<file path="config.mk">
export PLATFORM = sky130hd
export DESIGN_NAME = mips_core
export DESIGN_NICKNAME = d
export VERILOG_FILES = /design/src/rtl/isa_pkg.sv /design/src/rtl/pipe_pkg.sv /design/src/rtl/alu_unit.sv /design/src/rtl/decode_unit.sv /design/src/rtl/fetch_unit.sv /design/src/rtl/hazard_ctl.sv /design/src/rtl/mips_core.sv /design/src/rtl/reg_file.sv /design/src/rtl/stage_reg.sv
export SDC_FILE = /design/constraint.sdc
export NUM_CORES = 2
export LEC_CHECK = 0
export BUFFER_PORTS_ARGS = -buffer_cell sky130_fd_sc_hd__buf_2
export CAP_MARGIN = 15
export CORE_UTILIZATION = 38
export DETAILED_ROUTE_END_ITERATION = 10
export GPL_ROUTABILITY_DRIVEN = 1
export GPL_TIMING_DRIVEN = 0
export PLACE_DENSITY_LB_ADDON = 0.05
export SLEW_MARGIN = 20
export SYNTH_ARGS = -nofsm -noshare
export SYNTH_HDL_FRONTEND = slang
export SYNTH_HIERARCHICAL = 1
export SYNTH_SLANG_ARGS = --single-unit
</file>
<file path="constraint.sdc">
create_clock -name clk -period 6.77 [get_ports clk]
set_clock_uncertainty 0.05 [all_clocks]
set_input_delay 1.354 -clock clk [delete_from_list [all_inputs] [get_ports clk]]
set_output_delay 1.354 -clock clk [all_outputs]
set_load 0.02 [all_outputs]
</file>
<file path="src/rtl/isa_pkg.sv">
package isa_pkg;

        typedef logic [31:0] word_t;
        typedef logic [4:0]  reg_idx_t;

        // Primary opcodes, instr[31:26].
        localparam logic [5:0] OP_SPECIAL = 6'h00;
        localparam logic [5:0] OP_BEQ     = 6'h04;
        localparam logic [5:0] OP_BNE     = 6'h05;
        localparam logic [5:0] OP_ADDIU   = 6'h09;
        localparam logic [5:0] OP_ORI     = 6'h0d;
        localparam logic [5:0] OP_LUI     = 6'h0f;
        localparam logic [5:0] OP_LW      = 6'h23;
        localparam logic [5:0] OP_SW      = 6'h2b;

        // SPECIAL function codes, instr[5:0].
        localparam logic [5:0] FN_SLL  = 6'h00;
        localparam logic [5:0] FN_ADDU = 6'h21;
        localparam logic [5:0] FN_SUBU = 6'h23;
        localparam logic [5:0] FN_AND  = 6'h24;
        localparam logic [5:0] FN_OR   = 6'h25;
        localparam logic [5:0] FN_XOR  = 6'h26;
        localparam logic [5:0] FN_SLT  = 6'h2a;

        typedef enum logic [3:0] {
                ALU_ADD = 4'd0,
                ALU_SUB = 4'd1,
                ALU_AND = 4'd2,
                ALU_OR  = 4'd3,
                ALU_XOR = 4'd4,
                ALU_SLT = 4'd5,
                ALU_SLL = 4'd6,
                ALU_LUI = 4'd7
        } alu_op_e;

        typedef enum logic [1:0] {
                MEM_NONE  = 2'd0,
                MEM_LOAD  = 2'd1,
                MEM_STORE = 2'd2
        } mem_op_e;

endpackage

</file>
<file path="src/rtl/pipe_pkg.sv">
package pipe_pkg;

        import isa_pkg::*;

        typedef struct packed {
                word_t instr;
                word_t pc;
        } if_id_t;

        // Operand B carries the extended immediate, store_data the rt value.
        typedef struct packed {
                alu_op_e    alu_op;
                mem_op_e    mem_op;
                reg_idx_t   rd;
                word_t      op_a;
                word_t      op_b;
                word_t      store_data;
                logic [4:0] shamt;
                logic       use_imm;
        } id_ex_t;

        typedef struct packed {
                mem_op_e  mem_op;
                reg_idx_t rd;
                word_t    result;        // ALU result or effective address.
                word_t    store_data;
        } ex_mm_t;

        typedef struct packed {
                logic     we;
                reg_idx_t rd;
                word_t    value;
        } mm_wb_t;

        typedef struct packed {
                word_t addr;
                word_t wdata;
                logic  read;
                logic  write;
        } dbus_req_t;

        // All zeros is a no-op that writes nothing.
        localparam if_id_t IF_ID_BUBBLE = '0;
        localparam id_ex_t ID_EX_BUBBLE = '0;
        localparam ex_mm_t EX_MM_BUBBLE = '0;
        localparam mm_wb_t MM_WB_BUBBLE = '0;

endpackage

</file>
<file path="src/rtl/alu_unit.sv">
module alu_unit (
        input  pipe_pkg::id_ex_t id_ex_i,
        output pipe_pkg::ex_mm_t ex_mm_o
);

        import isa_pkg::*;
        import pipe_pkg::*;

        word_t a;
        word_t b;
        word_t result;

        assign a = id_ex_i.op_a;
        assign b = id_ex_i.use_imm ? id_ex_i.op_b : id_ex_i.store_data;

        always_comb begin
                case (id_ex_i.alu_op)
                ALU_ADD: result = a + b;        // Also the load/store address.
                ALU_SUB: result = a - b;
                ALU_AND: result = a & b;
                ALU_OR:  result = a | b;
                ALU_XOR: result = a ^ b;
                ALU_SLT: result = {31'b0, $signed(a) < $signed(b)};
                ALU_SLL: result = b << id_ex_i.shamt;
                ALU_LUI: result = {b[15:0], 16'b0};
                default: result = '0;
                endcase
        end

        assign ex_mm_o = '{mem_op: id_ex_i.mem_op,
                           rd: id_ex_i.rd,
                           result: result,
                           store_data: id_ex_i.store_data};

endmodule

</file>
<file path="src/rtl/decode_unit.sv">
module decode_unit (
        input  pipe_pkg::if_id_t  if_id_i,
        input  isa_pkg::word_t    rf_a_i,
        input  isa_pkg::word_t    rf_b_i,
        output isa_pkg::reg_idx_t rs_o,
        output isa_pkg::reg_idx_t rt_o,
        input  pipe_pkg::ex_mm_t  ex_i,
        input  pipe_pkg::mm_wb_t  mm_fwd_i,
        input  pipe_pkg::mm_wb_t  wb_i,
        output pipe_pkg::id_ex_t  id_ex_o,
        output logic              branch_taken_o,
        output isa_pkg::word_t    branch_target_o
);

        import isa_pkg::*;
        import pipe_pkg::*;

        logic [5:0]  opcode;
        logic [5:0]  funct;
        reg_idx_t    rd_field;
        logic [15:0] imm;
        word_t       imm_ext;
        word_t       rs_val;
        word_t       rt_val;
        alu_op_e     alu_op;
        mem_op_e     mem_op;
        reg_idx_t    dest;
        logic        use_imm;
        logic        sign_ext;

        assign opcode   = if_id_i.instr[31:26];
        assign rs_o     = if_id_i.instr[25:21];
        assign rt_o     = if_id_i.instr[20:16];
        assign rd_field = if_id_i.instr[15:11];
        assign funct    = if_id_i.instr[5:0];
        assign imm      = if_id_i.instr[15:0];

        // Newest producer wins. A load in execute has no data yet.
        function automatic word_t fwd(input reg_idx_t idx, input word_t rf_val);
                word_t val;
                if (idx == '0) begin
                        val = '0;
                end else if (ex_i.mem_op != MEM_LOAD && ex_i.rd == idx) begin
                        val = ex_i.result;
                end else if (mm_fwd_i.we && mm_fwd_i.rd == idx) begin
                        val = mm_fwd_i.value;
                end else if (wb_i.we && wb_i.rd == idx) begin
                        val = wb_i.value;
                end else begin
                        val = rf_val;
                end
                return val;
        endfunction

        assign rs_val = fwd(rs_o, rf_a_i);
        assign rt_val = fwd(rt_o, rf_b_i);

        always_comb begin
                alu_op   = ALU_ADD;
                mem_op   = MEM_NONE;
                dest     = '0;          // Unknown encodings write nothing.
                use_imm  = 1'b1;
                sign_ext = 1'b1;
                case (opcode)
                OP_SPECIAL: begin
                        use_imm = 1'b0;
                        dest    = rd_field;
                        case (funct)
                        FN_ADDU: alu_op = ALU_ADD;
                        FN_SUBU: alu_op = ALU_SUB;
                        FN_AND:  alu_op = ALU_AND;
                        FN_OR:   alu_op = ALU_OR;
                        FN_XOR:  alu_op = ALU_XOR;
                        FN_SLT:  alu_op = ALU_SLT;
                        FN_SLL:  alu_op = ALU_SLL;
                        default: dest = '0;
                        endcase
                end
                OP_ADDIU: dest = rt_o;
                OP_ORI: begin
                        alu_op   = ALU_OR;
                        sign_ext = 1'b0;
                        dest     = rt_o;
                end
                OP_LUI: begin
                        alu_op   = ALU_LUI;
                        sign_ext = 1'b0;
                        dest     = rt_o;
                end
                OP_LW: begin
                        mem_op = MEM_LOAD;
                        dest   = rt_o;
                end
                OP_SW: mem_op = MEM_STORE;
                default: ;
                endcase
        end

        assign imm_ext = sign_ext ? {{16{imm[15]}}, imm} : {16'b0, imm};

        assign id_ex_o = '{alu_op: alu_op, mem_op: mem_op, rd: dest,
                           op_a: rs_val, op_b: imm_ext, store_data: rt_val,
                           shamt: if_id_i.instr[10:6], use_imm: use_imm};

        // Branch resolves here. Target is relative to the delay slot.
        assign branch_taken_o = (opcode == OP_BEQ && rs_val == rt_val) ||
                                (opcode == OP_BNE && rs_val != rt_val);
        assign branch_target_o = if_id_i.pc + 32'd4 + {{14{imm[15]}}, imm, 2'b00};

endmodule

</file>
<file path="src/rtl/fetch_unit.sv">
module fetch_unit #(
        parameter isa_pkg::word_t RESET_PC = '0
) (
        input  logic           clk,
        input  logic           rst_n,
        input  logic           en_i,
        input  logic           branch_taken_i,
        input  isa_pkg::word_t branch_target_i,
        output isa_pkg::word_t pc_o
);

        import isa_pkg::*;

        word_t pc_next;

        // The branch sits in decode while its delay slot is fetched.
        assign pc_next = branch_taken_i ? branch_target_i : pc_o + 32'd4;

        always_ff @(posedge clk or negedge rst_n) begin
                if (!rst_n) begin
                        pc_o <= RESET_PC;
                end else if (en_i) begin
                        pc_o <= pc_next;
                end
        end

endmodule

</file>
<file path="src/rtl/hazard_ctl.sv">
module hazard_ctl (
        input  logic               ibus_stall_i,
        input  logic               dbus_stall_i,
        input  isa_pkg::mem_op_e   ex_mem_op_i,
        input  isa_pkg::reg_idx_t  ex_rd_i,
        input  isa_pkg::reg_idx_t  id_rs_i,
        input  isa_pkg::reg_idx_t  id_rt_i,
        output logic               en_pc_o,
        output logic               en_if_id_o,
        output logic               en_id_ex_o,
        output logic               en_ex_mm_o,
        output logic               en_mm_wb_o
);

        import isa_pkg::*;

        logic load_use;

        assign load_use = (ex_mem_op_i == MEM_LOAD) && (ex_rd_i != '0) &&
                          (ex_rd_i == id_rs_i || ex_rd_i == id_rt_i);

        always_comb begin
                if (dbus_stall_i) begin
                        {en_pc_o, en_if_id_o, en_id_ex_o, en_ex_mm_o, en_mm_wb_o} = 5'b00000;
                end else if (load_use || ibus_stall_i) begin
                        // Front end holds, a bubble goes into execute.
                        {en_pc_o, en_if_id_o, en_id_ex_o, en_ex_mm_o, en_mm_wb_o} = 5'b00011;
                end else begin
                        {en_pc_o, en_if_id_o, en_id_ex_o, en_ex_mm_o, en_mm_wb_o} = 5'b11111;
                end
        end

endmodule

</file>
<file path="src/rtl/mips_core.sv">
module mips_core #(
        parameter isa_pkg::word_t RESET_PC = '0
) (
        input  logic                clk,
        input  logic                rst_n,
        output isa_pkg::word_t      ibus_addr_o,
        output logic                ibus_read_o,
        input  isa_pkg::word_t      ibus_rdata_i,
        input  logic                ibus_stall_i,
        output pipe_pkg::dbus_req_t dbus_req_o,
        input  isa_pkg::word_t      dbus_rdata_i,
        input  logic                dbus_stall_i
);

        import isa_pkg::*;
        import pipe_pkg::*;

        logic     en_pc;
        logic     en_if_id;
        logic     en_id_ex;
        logic     en_ex_mm;
        logic     en_mm_wb;
        word_t    pc;
        logic     branch_taken;
        word_t    branch_target;
        reg_idx_t rs;
        reg_idx_t rt;
        word_t    rf_a;
        word_t    rf_b;
        if_id_t   if_id_d;
        if_id_t   if_id_q;
        id_ex_t   id_ex_d;
        id_ex_t   id_ex_q;
        ex_mm_t   ex_mm_d;
        ex_mm_t   ex_mm_q;
        mm_wb_t   mm_wb_d;
        mm_wb_t   mm_wb_q;

        fetch_unit #(.RESET_PC(RESET_PC)) i_fetch (
                .clk(clk), .rst_n(rst_n), .en_i(en_pc),
                .branch_taken_i(branch_taken), .branch_target_i(branch_target),
                .pc_o(pc)
        );

        assign ibus_addr_o = pc;
        assign ibus_read_o = rst_n;     // Fetch runs whenever out of reset.
        assign if_id_d     = '{instr: ibus_rdata_i, pc: pc};

        stage_reg #(.payload_t(if_id_t), .BUBBLE(IF_ID_BUBBLE)) i_if_id (
                .clk(clk), .rst_n(rst_n), .en_i(en_if_id), .next_en_i(en_id_ex),
                .d_i(if_id_d), .q_o(if_id_q)
        );

        reg_file i_reg_file (
                .clk(clk), .rst_n(rst_n),
                .raddr_a_i(rs), .raddr_b_i(rt),
                .rdata_a_o(rf_a), .rdata_b_o(rf_b),
                .wb_i(mm_wb_q)
        );

        decode_unit i_decode (
                .if_id_i(if_id_q), .rf_a_i(rf_a), .rf_b_i(rf_b),
                .rs_o(rs), .rt_o(rt),
                .ex_i(ex_mm_d), .mm_fwd_i(mm_wb_d), .wb_i(mm_wb_q),
                .id_ex_o(id_ex_d),
                .branch_taken_o(branch_taken), .branch_target_o(branch_target)
        );

        stage_reg #(.payload_t(id_ex_t), .BUBBLE(ID_EX_BUBBLE)) i_id_ex (
                .clk(clk), .rst_n(rst_n), .en_i(en_id_ex), .next_en_i(en_ex_mm),
                .d_i(id_ex_d), .q_o(id_ex_q)
        );

        alu_unit i_alu (.id_ex_i(id_ex_q), .ex_mm_o(ex_mm_d));

        stage_reg #(.payload_t(ex_mm_t), .BUBBLE(EX_MM_BUBBLE)) i_ex_mm (
                .clk(clk), .rst_n(rst_n), .en_i(en_ex_mm), .next_en_i(en_mm_wb),
                .d_i(ex_mm_d), .q_o(ex_mm_q)
        );

        // Memory stage.
        assign dbus_req_o = '{addr: ex_mm_q.result, wdata: ex_mm_q.store_data,
                              read: ex_mm_q.mem_op == MEM_LOAD,
                              write: ex_mm_q.mem_op == MEM_STORE};

        assign mm_wb_d = '{we: ex_mm_q.rd != '0, rd: ex_mm_q.rd,
                           value: (ex_mm_q.mem_op == MEM_LOAD) ? dbus_rdata_i
                                                               : ex_mm_q.result};

        // Writeback has no register of its own, so the last stage always drains.
        stage_reg #(.payload_t(mm_wb_t), .BUBBLE(MM_WB_BUBBLE)) i_mm_wb (
                .clk(clk), .rst_n(rst_n), .en_i(en_mm_wb), .next_en_i(1'b1),
                .d_i(mm_wb_d), .q_o(mm_wb_q)
        );

        hazard_ctl i_hazard (
                .ibus_stall_i(ibus_stall_i), .dbus_stall_i(dbus_stall_i),
                .ex_mem_op_i(id_ex_q.mem_op), .ex_rd_i(id_ex_q.rd),
                .id_rs_i(rs), .id_rt_i(rt),
                .en_pc_o(en_pc), .en_if_id_o(en_if_id), .en_id_ex_o(en_id_ex),
                .en_ex_mm_o(en_ex_mm), .en_mm_wb_o(en_mm_wb)
        );

endmodule

</file>
<file path="src/rtl/reg_file.sv">
module reg_file (
        input  logic              clk,
        input  logic              rst_n,
        input  isa_pkg::reg_idx_t raddr_a_i,
        input  isa_pkg::reg_idx_t raddr_b_i,
        output isa_pkg::word_t    rdata_a_o,
        output isa_pkg::word_t    rdata_b_o,
        input  pipe_pkg::mm_wb_t  wb_i
);

        import isa_pkg::*;

        word_t regs [32];
        logic  wr_en;

        assign wr_en = wb_i.we && (wb_i.rd != '0);

        always_ff @(posedge clk or negedge rst_n) begin
                if (!rst_n) begin
                        for (int i = 0; i < 32; i++) begin
                                regs[i] <= '0;
                        end
                end else if (wr_en) begin
                        regs[wb_i.rd] <= wb_i.value;
                end
        end

        // Write data shows up on the read ports in the same cycle.
        assign rdata_a_o = (wr_en && wb_i.rd == raddr_a_i) ? wb_i.value : regs[raddr_a_i];
        assign rdata_b_o = (wr_en && wb_i.rd == raddr_b_i) ? wb_i.value : regs[raddr_b_i];

endmodule

</file>
<file path="src/rtl/stage_reg.sv">
module stage_reg #(
        parameter type payload_t = logic [31:0],
        parameter payload_t BUBBLE = '0
) (
        input  logic     clk,
        input  logic     rst_n,
        input  logic     en_i,
        input  logic     next_en_i,
        input  payload_t d_i,
        output payload_t q_o
);

        always_ff @(posedge clk or negedge rst_n) begin
                if (!rst_n) begin
                        q_o <= BUBBLE;
                end else if (en_i) begin
                        q_o <= d_i;
                end else if (next_en_i) begin
                        q_o <= BUBBLE;   // Stalled here while the next stage moves on.
                end
        end

endmodule

</file>
; Yosys cells after proc, flatten, opt, wreduce, memory -nomap -nowiden
; Cells that the tools add are included.
[word_totals]
register_bits = 1342
in_bits = 68
out_inout_bits = 99
[classes]
bitwise_logic = 6
addsub = 5
n_shift = 1
n_lt_le_gt_ge = 5
reduce_logical = 28
mux = 37
n_eq_ne = 33
[ops]
columns = cell, count
row1 = bitwise mux 1024 bit, 1
row2 = two-way mux 32 bit, 19
row3 = binary-select mux 32 bit (select 5 bit), 2
row4 = case mux 32 bit (8 select lines), 1
row5 = two-way mux 113 bit, 2
row6 = demux 32 bit (select 5 bit), 1
row7 = two-way mux 71 bit, 1
row8 = "adder 32 x 3 -> 32 bit, second input constant", 2
row9 = adder 32 bit, 2
row10 = two-way mux 64 bit, 1
row11 = "equality test 6 bit, second input constant", 8
row12 = two-way mux 38 bit, 1
row13 = AND 32 bit, 1
row14 = equality test 32 bit, 1
row15 = < comparator 32 bit, 1
row16 = != test 32 bit, 1
row17 = OR 32 bit, 1
row18 = << shifter 32 x 5 -> 32 bit, 1
row19 = subtractor 32 bit, 1
row20 = XOR 32 bit, 1
row21 = equality test 5 bit, 6
row22 = "equality test 6 x 4 -> 1 bit, second input constant", 3
row23 = "greater-or-equal comparator 6 bit, second input constant", 3
row24 = NOT 5 -> 6 bit, 3
row25 = other kinds (23), 51

; Longest topological paths before layout
[depth]
ltp_word = 13
mapped_depth = 31

; Cells and area by module
; The synthesis kept the hierarchy.
[by_module_without_submodules]
columns = mod, seq_area_each_um2, cells_per_inst, n_inst, area_each_um2
row1 = reg_file, 25624.6, 3483, 1, 53445.0
row2 = alu_unit, 0.0, 1123, 1, 7772.5
row3 = decode_unit, 0.0, 809, 1, 5238.8
row4 = stage_reg at i_id_ex, 2827.7, 252, 1, 4005.1
row5 = stage_reg at i_ex_mm, 1776.7, 158, 1, 2536.2
row6 = stage_reg at i_if_id, 1601.5, 142, 1, 2316.0
row7 = fetch_unit, 800.8, 249, 1, 2090.8
row8 = stage_reg at i_mm_wb, 950.9, 85, 1, 1341.3
row9 = mips_core, 0.0, 43, 1, 586.8
row10 = hazard_ctl, 0.0, 23, 1, 163.9

; Worst setup path before layout
; OpenSTA, ideal clock, no wires.
[synth_path]
path_type = reg-to-reg
startpoint = register i_id_ex/q_o[0] (netlist name)
endpoint = register i_fetch.pc_o[19]
arrival_ns = 5.879
stages_incl_launch_ff = 30
required_ns = 6.604
n_path_buf = 6
setup_time_ns = 0.116
path_slack_ns = 0.726
cell_sequence = dfrtp_1 > buf_2 > buf_6 > buf_2 > buf_2 > mux2_2 > inv_1 > ha_1 > buf_6 > nor2b_2 > a2111oi_4 > o41ai_4 > o22ai_2 > o21ai_2 > a31oi_4 > o21ai_2 > a21oi_1 > o21ai_1 > or4b_1 > a2bb2oi_1 > xnor2_1 > nand4_1 > nor4_1 > nand4_1 > mux2i_1 > inv_1 > clkbuf_1 > nor2_1 > a22oi_1 > o311ai_0
[synth_lines]
columns = item, line_no
row1 = from (decl), stage_reg.sv:10  ; output payload_t q_o
row2 = from (signal assigned), stage_reg.sv:17  ; q_o <= d_i;
row3 = to (signal assigned), fetch_unit.sv:23  ; pc_o <= pc_next;
row4 = to (decl), fetch_unit.sv:9  ; output isa_pkg::word_t pc_o

==> summary.md <==
| Metric | Value |
|---|---|
| Status | `complete, but fails checks` |
| Failing checks | `negative setup slack` |
| Cells after Synth | `6,367` |
| Worst slew margin | `approximately 16%` |
| Global Route Usage Sum | `34.4%` |
| First-pass GRT wire length | `503,000 µm` |
| WL final | `~360,000 µm` |
| Crit path max fanout | `10` |
| Layout cell share with drive strength beyond 1 | `33.9%` |
| Reg-to-reg endpoint | `i_fetch/pc_o[22]` |
| GP Congestion | `0.959` |
| Final hold viol count | `0` |
| FMAX | `139 MHz` |
| Die ar. | `0.211 mm²` |
| Clk buf depth | `3` |
| MaxCap Viol Count | `0` |
| Vias/cell | `about 6.3` |
| Critical path data arrival time | `7.83 ns` |
| Tcrit/Tclk final | `106%` |
| Worst-path clk slew | `~0.06 ns` |
| DP HPWL | `267,000 µm` |
| ANT nets after route | `0` |
| DRT Pass-1 Iters | `7` |
| Drt wl/cell | `37.5 µm` |
| Area taken by flip-flops and latches | `~0.034 mm²` |
| Worst reg-to-reg setup slack | `-0.44 ns` |
| Worst min path class | `reg -> reg` |
| Die Wd | `about 460 µm` |
| Largest net degree at the start of global routing | `130` |
| H-Tree Depth | `4` |
| RR Startpoint | `i_if_id/q_o[50]` |
| Reg2reg path depth | `19` |
| CTS Sinks | `between 1,000 and 1,500` |
| Final critical-path required period | `about 7.2 ns` |
| Startpoint types | `register` |
| Fin util | `44.3%` |
| Compound-gate portion of the synthesized area | `11.7%` |
| Mean Syn Cell Area | `12.5 µm²` |
| Starting Density | `around two fifths` |
| I/O Buffers | `166` |
| Syn_nets | `between 6,000 and 7,000` |
| Unrepaired setup endpoints after global routing | `yes` |
| EDFF count, synth | `0` |
| Netlist cell types | `114` |
| Remaining Overflow, GRT | `0` |
| CTS root buffer | `clkbuf_16` |
| Largest family of logic cells by synthesized area | `multiplexers` |
| Setup WS pre-CTS | `-3.50 ns` |
| Slew Limit Fails | `0` |
| Final Total Pwr | `23.8 mW` |
| Cell leakage power | `roughly 42 nW` |
| Non-filler cells, final | `roughly 9,700` |
| Final setup fails | `32` |
| Final worst slack | `-0.439 ns` |
| Synth-to-Final Area Change | `15.5%` |
| Vias | `61,570` |
| Core footprint | `0.207 mm²` |
| Hold Path End | `i_reg_file/regs[1003]` |
| Synth Area in XOR/XNOR | `1.49%` |
| Slew @ Worst Pin | `1.26 ns` |
| TritonCTS clock tree | `built` |
| Asr flop ratio synth | `100%` |
| I/O pin cnt | `167` |
| Synthesis Warnings | `6` |
| CP Capture Type | `register` |
| Post-Synth Adder-Cell Area | `2.70%` |
| Simple-gate share of the synthesized area | `5.57%` |
| Placed instance count | `9,337` |
| Nets@finish | `7,034` |
| Hold path cells | `1` |
| Power density over cell area | `259 mW/mm²` |
| Vias in the first global route | `60,631` |
| Number of DRC markers in iteration 0 | `6,403` |
| Rows | `167` |
| #FFs+latches synth | `1,342` |
| Synth top area cells | `dfrtp_1 42%, mux4_2 15%, mux2_2 9.2%` |
| Yosys top cell by area | `dfrtp_1` |
| Hold path startpoint | `i_reg_file/regs[1003]` |
| Commonest non-fill, non-tap cell in the layout | `dfrtp_1` |
| Num CTS Buffers | `around 160` |
| Synth top area share | `a little over two fifths` |
| Die Y | `459 µm` |
| Sequential area share after synthesis | `42.2%` |
| Setup tns final | `-10.78 ns` |
| Main synth FF type | `dfrtp_1` |
| Mapped Area | `0.0795 mm²` |
| Required time at the worst-slack endpoint | `7.40 ns` |
| Layout filler cell count | `~19,000` |
| Critical path class | `reg -> reg` |
| Most frequent cells in the layout | `1,342 x dfrtp_1, 645 x mux2_2, 536 x mux4_2` |
| Clk_lat worst skew | `0.85 ns` |
| Post-synthesis mux area share | `30.7%` |
| Antenna violations before repair | `28` |
| Multi-input gate area | `between 0.04 and 0.05 mm²` |
| Maximum vdd drop | `277 µV` |
| DR DRC count | `0` |
[cell families (layout without fill, tap and decap cells)]
family,count (synthesis),in the layout
adder cells (fa/ha/maj),170,170
buffers and inverters,870,1426
multiplexers,1626,1626
other,2,12
XOR/XNOR,135,135
AO/OA/AOI/OAI,1325,1325
AND/OR/NAND/NOR,897,898
flip-flops,1342,1342
[synth_stat cells, types with 16 or more instances]
cell / count
a211oi_1: 27
a21o_1: 17
a21oi_1: 155
a221oi_1: 60
a22o_1: 295
a22oi_1: 20
a2bb2oi_1: 30
a31oi_1: 16
buf_1: 59
buf_2: 136
buf_4: 139
buf_6: 54
clkbuf_1: 315
dfrtp_1: 1342
ha_1: 167
inv_1: 154
mux2_1: 363
mux2_2: 651
mux2_4: 29
mux2i_1: 47
mux4_2: 536
nand2_1: 321
nand3_1: 47
nand4_1: 22
nor2_1: 220
nor3_1: 65
nor4_1: 16
o211ai_1: 34
o21ai_0: 192
o21ai_1: 79
o21bai_1: 24
o22ai_1: 265
or3_1: 20
or4_1: 70
xnor2_1: 102
xor2_1: 33
[where the power goes]
part	switching (mW)	internal (mW)
sequential	0.441	8.23
clock	3.79	5.28
combinational	4.03	2.06
total	8.25	15.6
[cell type report]
type,count,share of cell area (%)
repair buffers,267,2.24
clock buffers,243,5.21
inverters,159,0.660
well taps,2788,3.80
clock inverters,48,0.739
flip-flops and latches,1342,36.6
diodes,10,0.0273
multi-input cells,4156,46.3
plain buffers,709,4.48
[what timing repair did]
action | in CTS | in global routing
hold buffers | 0 | 0
gates cloned | 6 | 1
setup endpoints to repair | 41 | 32
pin swaps | 50 | 43
gates resized for setup | 180 | 74
hold endpoints to repair | 0 | 0
setup buffers | 58 | 24
[critical path: stages, from the launching register on]
cell and delay (ns):
dfrtp_1 0.52, buf_4 0.26, clkbuf_1 0.34, nand3b_1 0.43, clkbuf_1 0.91, o22ai_1 0.13, or4_1 0.61, o21ai_1 0.72
a221oi_1 0.35, o21ai_2 0.49, xnor2_1 0.18, nand4_1 0.12, nor2_2 0.15, nand4_1 0.44, mux2i_4 0.44, buf_6 0.19
buf_4 0.13, or4_4 0.42, o21ai_2 0.07, a22oi_1 0.07
[metrics by stage]
step / hold slack, ns / area, µm²
floorplan: 0.391 / 79500
global placement: 0.404 / 83800
detailed placement: 0.414 / 84400
CTS: 0.428 / 91300
global route: 0.449 / 91800
finish: 0.424 / 91800
[worst max path at each step]
stage	start	end	slack [ns]	depth (start not counted)
floorplan	i_id_ex/q_o[0]	i_fetch/pc_o[19]	0.73	29
global placement	rst_n	i_reg_file/regs[463]	-27.40	1
detailed placement	i_id_ex/q_o[0]	i_fetch/pc_o[19]	-3.50	27
CTS	i_id_ex/q_o[0]	i_fetch/pc_o[29]	-0.21	32
global route	i_id_ex/q_o[0]	i_fetch/pc_o[17]	-0.24	30
finish	i_if_id/q_o[50]	i_fetch/pc_o[22]	-0.44	19
[registers in the layout (all words and copies together), names as in the netlist]
register / cells
i_reg_file/regs: 1024
i_fetch/pc_o: 32
i_id_ex/q_o: 113
i_if_id/q_o: 64
i_mm_wb/q_o: 38
i_ex_mm/q_o: 71
[per-layer routing]
metal  up-vias  global-route usage, %  share of wire, %
met5         -                      0             0.041
met4        18                   16.6               5.6
met3       744                   7.95               8.5
met2      2948                   50.8                43
met1     32711                   47.4                43
li1      25149                      -                 -
No activity file was read; power rests on OpenSTA's default activity.
